### config.mk
export PLATFORM = sky130hd
export DESIGN_NAME = x25519_axil_regs
export DESIGN_NICKNAME = d
export VERILOG_FILES = /design/src/common/x25519_bus_pkg.sv /design/src/common/x25519_field_pkg.sv /design/src/x25519_axil_regs.sv
export VERILOG_INCLUDE_DIRS = /design/src /design/src/common
export SDC_FILE = /design/constraint.sdc
export NUM_CORES = 2
export LEC_CHECK = 0
export BUFFER_PORTS_ARGS = -buffer_cell sky130_fd_sc_hd__buf_2
export CAP_MARGIN = 20
export CORE_AREA = 2 2 439 441
export DETAILED_ROUTE_END_ITERATION = 8
export DIE_AREA = 0 0 441 443
export PLACE_DENSITY = 0.51
export SKIP_LAST_GASP = 1
export SLEW_MARGIN = 5
export SYNTH_ARGS = -nofsm -noshare
export SYNTH_HDL_FRONTEND = slang
export SYNTH_SLANG_ARGS = --single-unit
### constraint.sdc
create_clock -name clk -period 2.2 [get_ports clk]
set_clock_uncertainty 0.1 [all_clocks]
set_input_delay 0.33 -clock clk [delete_from_list [all_inputs] [get_ports clk]]
set_output_delay 0.33 -clock clk [all_outputs]
set_load 0.01 [all_outputs]
### src/common/x25519_settings.svh
`ifndef X25519_SETTINGS_SVH
`define X25519_SETTINGS_SVH

// Bits of multiplier operand b consumed per cycle.
// 256 must be a multiple of this.
`define MUL_DIGIT_BITS 16

// AXI4-Lite address width. The map needs 8 bits.
`define AXI_ADDR_BITS 8

// Cycle limit for handshake waits and status polling.
`define TIMEOUT_CYCLES 200000

`endif
### src/common/x25519_bus_pkg.sv
`default_nettype none

`include "x25519_settings.svh"

package x25519_bus_pkg;

	typedef logic [`AXI_ADDR_BITS-1:0] axil_addr_t;

	// Manager to subordinate.
	typedef struct packed {
		axil_addr_t  awaddr;
		logic        awvalid;
		logic [31:0] wdata;
		logic [3:0]  wstrb;
		logic        wvalid;
		logic        bready;
		axil_addr_t  araddr;
		logic        arvalid;
		logic        rready;
	} axil_req_t;

	// Subordinate to manager.
	typedef struct packed {
		logic        awready;
		logic        wready;
		logic [1:0]  bresp;
		logic        bvalid;
		logic        arready;
		logic [31:0] rdata;
		logic [1:0]  rresp;
		logic        rvalid;
	} axil_rsp_t;

	localparam logic [1:0] RESP_OKAY   = 2'b00;
	localparam logic [1:0] RESP_SLVERR = 2'b10;

	// Register map. Banks hold 8 words, word 0 least significant.
	localparam axil_addr_t REG_CTRL   = 8'h00; // Bit 0 starts a run.
	localparam axil_addr_t REG_STATUS = 8'h04; // Bit 0 busy, bit 1 done.
	localparam axil_addr_t REG_SCALAR = 8'h20; // Scalar bank, raw.
	localparam axil_addr_t REG_U      = 8'h40; // u-coordinate bank, raw.
	localparam axil_addr_t REG_X2     = 8'h60; // Result X2, read only.
	localparam axil_addr_t REG_Z2     = 8'h80; // Result Z2, read only.

endpackage

`default_nettype wire

### src/common/x25519_field_pkg.sv
`default_nettype none

package x25519_field_pkg;

	// Field element mod p. ALU results are always below p.
	typedef logic [255:0] fe_t;

	// p = 2^255 - 19.
	localparam fe_t FIELD_P =
		256'h7FFFFFFF_FFFFFFFF_FFFFFFFF_FFFFFFFF_FFFFFFFF_FFFFFFFF_FFFFFFFF_FFFFFFED;

	// (486662 - 2) / 4, ladder step constant.
	localparam fe_t A24 = 256'd121665;

	typedef enum logic [1:0] {
		ALU_ADD = 2'd0, // a + b mod p.
		ALU_SUB = 2'd1, // a - b mod p.
		ALU_MUL = 2'd2  // a * b mod p.
	} alu_op_e;

	// One ALU operation.
	typedef struct packed {
		alu_op_e op;
		fe_t     a;
		fe_t     b;
	} alu_req_t;

	// Canonical result.
	typedef struct packed {
		fe_t result;
	} alu_rsp_t;

endpackage

`default_nettype wire

### src/x25519_axil_regs.sv
`timescale 1ns/10ps
`default_nettype none

module x25519_axil_regs (
	input  wire                            clk,
	input  wire                            arst_n,
	input  wire x25519_bus_pkg::axil_req_t s_axil_req,
	output x25519_bus_pkg::axil_rsp_t      s_axil_rsp,
	output logic                           start,
	output x25519_field_pkg::fe_t          scalar,
	output x25519_field_pkg::fe_t          u,
	input  wire                            busy,
	input  wire                            done,
	input  wire x25519_field_pkg::fe_t     x2,
	input  wire x25519_field_pkg::fe_t     z2
);
	import x25519_field_pkg::*;
	import x25519_bus_pkg::*;

	logic        wr_fire;
	logic        rd_fire;
	logic        bvalid;
	logic        rvalid;
	logic [1:0]  bresp;
	logic [1:0]  rresp;
	logic [31:0] rdata;
	logic [1:0]  wr_resp;
	logic [1:0]  rd_resp;
	logic [31:0] rd_data;
	logic [2:0]  wr_word;
	logic [2:0]  rd_word;
	logic        wr_scalar;
	logic        wr_u;
	logic        wr_ctrl;
	logic        done_q;   // Sticky, cleared by start.
	fe_t         x2_q;
	fe_t         z2_q;

	// Merge one word into a bank under byte strobes.
	function automatic fe_t put_word(input fe_t cur, input logic [2:0] word,
	                                 input logic [31:0] data, input logic [3:0] strb);
		fe_t nxt;
		nxt = cur;
		for (int i = 0; i < 4; i++) begin
			if (strb[i]) begin
				nxt[word*32 + i*8 +: 8] = data[i*8 +: 8];
			end
		end
		return nxt;
	endfunction

	// AW and W are taken together, one response outstanding.
	assign wr_fire   = s_axil_req.awvalid && s_axil_req.wvalid && !bvalid;
	assign rd_fire   = s_axil_req.arvalid && !rvalid;
	assign wr_word   = s_axil_req.awaddr[4:2];
	assign rd_word   = s_axil_req.araddr[4:2];
	assign wr_scalar = s_axil_req.awaddr[7:5] == REG_SCALAR[7:5];
	assign wr_u      = s_axil_req.awaddr[7:5] == REG_U[7:5];
	assign wr_ctrl   = s_axil_req.awaddr == REG_CTRL;

	// Operands and control are locked while a run is active.
	assign wr_resp = ((wr_scalar || wr_u || wr_ctrl) && !busy) ? RESP_OKAY : RESP_SLVERR;
	assign start   = wr_fire && wr_ctrl && !busy && s_axil_req.wstrb[0] && s_axil_req.wdata[0];

	always_comb begin
		rd_data = '0;
		rd_resp = RESP_OKAY;
		case (s_axil_req.araddr[7:5])
			REG_CTRL[7:5]: begin
				if (s_axil_req.araddr == REG_STATUS) begin
					rd_data = {30'b0, done_q, busy};
				end else if (s_axil_req.araddr != REG_CTRL) begin
					rd_resp = RESP_SLVERR; // Hole in the control page.
				end
			end
			REG_SCALAR[7:5]: rd_data = scalar[rd_word*32 +: 32];
			REG_U[7:5]:      rd_data = u[rd_word*32 +: 32];
			REG_X2[7:5]:     rd_data = x2_q[rd_word*32 +: 32];
			REG_Z2[7:5]:     rd_data = z2_q[rd_word*32 +: 32];
			default:         rd_resp = RESP_SLVERR;
		endcase
	end

	always_ff @(posedge clk or negedge arst_n) begin
		if (!arst_n) begin
			bvalid <= 1'b0;
			rvalid <= 1'b0;
			done_q <= 1'b0;
			scalar <= '0;
			u      <= '0;
			x2_q   <= '0;
			z2_q   <= '0;
		end else begin
			if (wr_fire) begin
				bvalid <= 1'b1;
				if (wr_scalar && !busy) begin
					scalar <= put_word(scalar, wr_word, s_axil_req.wdata, s_axil_req.wstrb);
				end
				if (wr_u && !busy) begin
					u <= put_word(u, wr_word, s_axil_req.wdata, s_axil_req.wstrb);
				end
			end else if (s_axil_req.bready) begin
				bvalid <= 1'b0;
			end
			if (rd_fire) begin
				rvalid <= 1'b1;
			end else if (s_axil_req.rready) begin
				rvalid <= 1'b0;
			end
			if (start) begin
				done_q <= 1'b0;
			end else if (done) begin
				done_q <= 1'b1;
				x2_q   <= x2; // Results stay until the next run ends.
				z2_q   <= z2;
			end
		end
	end

	// Response payloads change only on acceptance.
	always_ff @(posedge clk) begin
		if (wr_fire) begin
			bresp <= wr_resp;
		end
		if (rd_fire) begin
			rdata <= rd_data;
			rresp <= rd_resp;
		end
	end

	always_comb begin
		s_axil_rsp.awready = wr_fire;
		s_axil_rsp.wready  = wr_fire;
		s_axil_rsp.bresp   = bresp;
		s_axil_rsp.bvalid  = bvalid;
		s_axil_rsp.arready = !rvalid;
		s_axil_rsp.rdata   = rdata;
		s_axil_rsp.rresp   = rresp;
		s_axil_rsp.rvalid  = rvalid;
	end

endmodule

`default_nettype wire

# ---- Yosys cells after proc, flatten, opt, wreduce, memory -nomap -nowiden
# Cells that the tools add are included.
dict set report totals {
  register_bits 1063
  latchBits 0
  mem_bits_rw 0
  mem_bits_ro 0
  output_inout_bits 554
  n_memories 0
}
dict set report op_classes {
  n_addsub 7
  n_mul 0
  div_mod_pow 0
  n_lt_le_gt_ge 0
  eq_ne 7
  shifts 12
  n_mux 40
  n_bitwise 1
  reduce_logical 25
}
# op n
set op_table {}
lappend op_table {{$mux 256} 20}
lappend op_table {{$bwmux 256} 8}
lappend op_table {{$shift 8x34->256 const A} 4}
lappend op_table {{$shiftx 256x9->32} 4}
lappend op_table {{$shiftx 8x34->256} 4}
lappend op_table {{$pmux 32 s5} 1}
lappend op_table {{$neg 9->34} 3}
lappend op_table {{$neg 8->34} 1}
lappend op_table {{$add 8x5->9 const B} 2}
lappend op_table {{$logic_and 1x1->1} 10}
lappend op_table {{$add 8x4->9 const B} 1}
lappend op_table {{$eq 3x2->1 const B} 3}
lappend op_table {{$eq 8x3->1 const B} 1}
lappend op_table {{$logic_not 8->1} 1}
lappend op_table {{$mux 2} 4}
lappend op_table {{$reduce_bool 8->1} 1}
lappend op_table {{$eq 3x1->1 const B} 2}
lappend op_table {{$mux 1} 6}
lappend op_table {{$reduce_and 2->1} 3}
lappend op_table {{$reduce_bool 2->1} 3}
lappend op_table {{$pmux 2 s2} 1}
lappend op_table {{$reduce_or 4->1} 1}
lappend op_table {{$eq 3x3->1 const B} 1}
lappend op_table {{$logic_not 1->1} 3}
lappend op_table {{3 further kinds} 4}

# ---- Depth between registers and ports, before layout
dict set report depth {
  word_depth 16
  mapped_depth 12
}

# ---- Worst setup path after synthesis
# Ideal clock, no wire load.
dict set report synth_timing {
  kind {input to register}
  start {in s_axil_req[51] (netlist bit)}
  end {reg x2_q[0]}
  setup_ps 127
  t_arrival_ps 2459
  t_required_ps 1973
  path_slack_ps -487
  stages 11
  n_path_buf 4
  cell_sequence {inv_1 > clkbuf_1 > ha_1 > nor2b_1 > buf_2 > nor4b_2 > nand3_1 > o21ai_4 > buf_4 > buf_6 > mux2_1}
}
dict set report synth_via {
  elab_chain_cells 7
}
# element line_no
set synth_lines {}
lappend synth_lines {{start: declaration} x25519_axil_regs.sv:7} ;# input wire x25519_bus_pkg::axil_req_t s_axil_req,
lappend synth_lines {{$logic_not 8->1} x25519_axil_regs.sv:59} ;# assign wr_ctrl = s_axil_req.awaddr == REG_CTRL;
lappend synth_lines {{$logic_and 1x1->1 (4 in a row)} x25519_axil_regs.sv:63} ;# assign start = wr_fire && wr_ctrl && !busy && s_axil_req.wstrb[0] && s_axil_req.wdata[0];
lappend synth_lines {{$not 1->1 (no source line)} -}
lappend synth_lines {{$reduce_and 2->1 (no source line)} -}
lappend synth_lines {{end signal: assignment} x25519_axil_regs.sv:91} ;# x2_q <= '0;
lappend synth_lines {{end signal: assignment} x25519_axil_regs.sv:114} ;# x2_q <= x2;
lappend synth_lines {{end: declaration} x25519_axil_regs.sv:36} ;# fe_t x2_q;
# Every way passes these cells.
# A chain may end at the register's enable or synchronous reset.

# ---- Worst setup path after layout
dict set report layout_timing {
  start {reg bvalid}
  end {reg x2_q[209]}
}
dict set report layout_via {
  elab_chain_cells 8
}
# element line_no
set layout_lines {}
lappend layout_lines {{start: declaration} x25519_axil_regs.sv:22} ;# logic bvalid;
lappend layout_lines {{start signal: assignment} x25519_axil_regs.sv:86} ;# bvalid <= 1'b0;
lappend layout_lines {{start signal: assignment} x25519_axil_regs.sv:95} ;# bvalid <= 1'b1;
lappend layout_lines {{start signal: assignment} x25519_axil_regs.sv:103} ;# bvalid <= 1'b0;
lappend layout_lines {{$logic_not 1->1} x25519_axil_regs.sv:53} ;# assign wr_fire = s_axil_req.awvalid && s_axil_req.wvalid && !bvalid;
lappend layout_lines {{$logic_and 1x1->1} x25519_axil_regs.sv:53}
lappend layout_lines {{$logic_and 1x1->1 (4 in a row)} x25519_axil_regs.sv:63}
lappend layout_lines {{$not 1->1 (no source line)} -}
lappend layout_lines {{$reduce_and 2->1 (no source line)} -}
# Every way passes these cells.

==> run metrics <==
status=finished with violations; failing checks=negative setup slack; P per Cell Area=just under 700 nW/um^2; largest net degree at the start of global routing=107; Final Slew Violations=0; sequential fraction of the synthesis area=a little over half; aggregate negative setup slack=-71.74 ns; most common flop cell mapped by yosys=dfrtp_1; Post-DRT Antenna Nets=0; TritonRoute pass-1 iters=6; P&R area growth vs syn=55.6%; vias=between 40k and 50k; register clock-pin slew on the reported worst setup and hold paths=0.06 ns; WP data required=2.78 ns; routed length per instance=33.5 um; HPWL after detailed placement=roughly 220,000 um; clock root buffer=clkbuf_16; Iter 0 DRT Violations=4,865; commonest non-fill, non-tap cells in the layout=buf_2 (1,119), dfrtp_1 (1,027), dlygate4sd3_1 (546); P_int=0.0378 W; Reg power frac=between 40% and 50%; max-capacitance violation count=0; GRT Util Overall=between 20% and 30%; final hold vios=0; f_max=413 MHz; TritonCTS clock tree=done; leakage power=about 37 nW; Final Wtd Congestion=~0.94; Max rail drop VDD=just over 0.7 mV; share of cells above drive strength 1=roughly 46%; die width=441 um; Syn Area/Cell=about 13 sq um; RSZ-0062 raised after global routing=yes; Initial Utilization=approximately a quarter; combinational fraction of design power=between 10% and 20%; CP Capture Type=register; R2R Setup Slk=-0.22 ns; die footprint=a little under 200,000 sq um; Final Cycle Share=110%; H-tree Lvls=4; Layout Nets=6,665; Relative slew margins=38.5%; chip height=approximately 440 um; Core Rows=roughly 160; vias in the first global route=around 47k; initial antenna violation count=between 40 and 50; Net Sw Power=between 0.01 and 0.015 W; top post-synthesis cells by area=dfrtp_1 (53%), mux2_1 (11%), mux2_2 (11%); clk sinks=~1.1k; I/O pin cnt=1,127; CTS max path bufs=3; Port Buffers=around 1.1k; # setup viols final=around 700; Switching Fraction=27.3%; commonest non-fill, non-tap cell in the layout=buf_2; Synth async-reset ratio=96.8%; Core ar.=191,000 sq um; setup slack after layout=-0.221 ns; synthesized flop and latch total=approximately 1.1k; clock power share=between 40% and 50%; DR vias/cell=5.28; total CTS buffers=between 100 and 150; HP Class=in2reg; Worst Setup Start Kind=register; Slew @ Worst Pin=0.915 ns; Ys Warns=0; first-pass GRT wire length=around 390,000 um; synthesized cell area=between 40,000 and 50,000 sq um; gr ovfl total=0; Placed Cells=between 7k and 8k; Crit Path Class=reg2reg; Post-Syn Instances=around 3.9k; fin cells=just under 9k; post-synth cell types=72; number of flops mapped to enable cells by yosys=34; top cell type by total area after synthesis=dfrtp_1; clock latency on the worst-skew pair=roughly 0.80 ns; worst-path fanout max=8; top cell type's share of synthesized area=between 50% and 60%; min cycle time layout=2.42 ns; Worst EP arrival=between 3 and 4 ns; total routed wirelength=~290,000 um; drt drc=0
-- critical path: stages, from the launching register on --
cell and delay, ns:
dfrtp_1 0.37, and4bb_1 0.27, buf_6 0.15, nand2_4 0.06
buf_6 0.12, o21ai_4 0.16, buf_12 0.15, buf_16 0.15
buf_16 0.18, buf_12 0.13, buf_8 0.12, mux2_4 0.30
-- cells in the mapped netlist (all sizes together) (4+ instances only) --
library cell / count
a2111oi: 5
a211o: 4
a211oi: 22
a21o: 4
a21oi: 149
a221o: 15
a221oi: 110
a22o: 15
a22oi: 139
a311oi: 5
a31oi: 17
and2: 46
and3: 74
buf: 173
clkbuf: 107
dfrtp: 1027
edfxtp: 34
ha: 5
inv: 17
mux2: 941
mux2i: 66
mux4: 18
nand2: 241
nand2b: 7
nand3: 36
nand4: 9
nor2: 100
nor2b: 25
nor3: 9
nor4: 5
o2111ai: 5
o211ai: 14
o21a: 6
o21ai: 275
o221ai: 24
o22a: 12
o22ai: 39
o2bb2ai: 4
o31ai: 4
or3: 4
-- what timing repair did --
action / 4_1_cts / 5_1_grt
pin swaps: 3 / 2
hold buffers: 546 / 0
setup buffers: 31 / 12
resized for setup: 143 / 264
gates cloned: 16 / 10
endpoints found under the hold margin: 1421 / 0
endpoints found under the setup margin: 668 / 970
-- worst paths after layout --
check,startpoint,end,cells past startpoint
worst min-delay path,s_axil_req[33],u[177],3
min in group asynchronous,arst_n,x2_q[60],3
worst max register to register,bvalid,x2_q[209],11
max in group asynchronous,arst_n,u[111],4
worst min register to register,z2_q[241],z2_q[241],1
worst max-delay path,bvalid,x2_q[209],11
-- metal layers --
metal / vias up / global-route usage, % / share of wire [%]
li1: 18900 / - / -
met1: 24000 / 36.5 / 40
met2: 2621 / 47.0 / 47
met3: 664 / 5.62 / 7.2
met4: 8 / 14.5 / 5.9
met5: - / 0 / 0.015
-- flip-flops by register name, indices dropped and copies added, names as in the netlist --
name,count
rvalid,1
u,256
rresp,1
bvalid,1
done_q,1
rdata,32
scalar,256
x2_q,256
bresp,1
z2_q,256
-- cell families after synthesis --
family,synth area share [%]
compound gates,12.1
xor+xnor,0.0361
buf+inv,3.22
fa+ha+maj,0.129
flops,55.0
simple gates,5.52
mux,24.0
other cells,0.00772
-- through the flow --
step	hold WS, ns	instance area, sq um	total power [W]	worst slack (ns)	util [%]
final	0.0706	75600	0.0520	-0.221	39.5
after CTS	0.0107	74500	0.0518	-0.261	39.0
after floorplan	-0.0656	48800	0.0240	-0.246	-
after global routing	0.0492	75600	0.0535	-0.277	39.5
after global placement	0.164	63400	0.0283	-1.04	33.1
after detailed placement	0.159	63400	0.0283	-0.913	33.2
-- power groups by stage --
stage                     combinational [W]  sequential [W]  clock, W
after floorplan                     0.00249          0.0215         0
after CTS                           0.00767          0.0215    0.0226
after global routing                0.00854          0.0216    0.0233
after detailed placement            0.00647          0.0219         0
final                               0.00813          0.0216    0.0223
after global placement              0.00641          0.0219         0
-- cell type report --
type,count,area (sq um)
clock inverter,46,551
antenna,32,80.1
clock buffer,191,3810
sequential,1061,26700
multi-input combinational,2493,21700
timing repair buffer,2384,19500
fill,18300,116000
inverter,17,68.8
tap,2526,3160
Note: power is estimated with default switching activity, not from simulation.
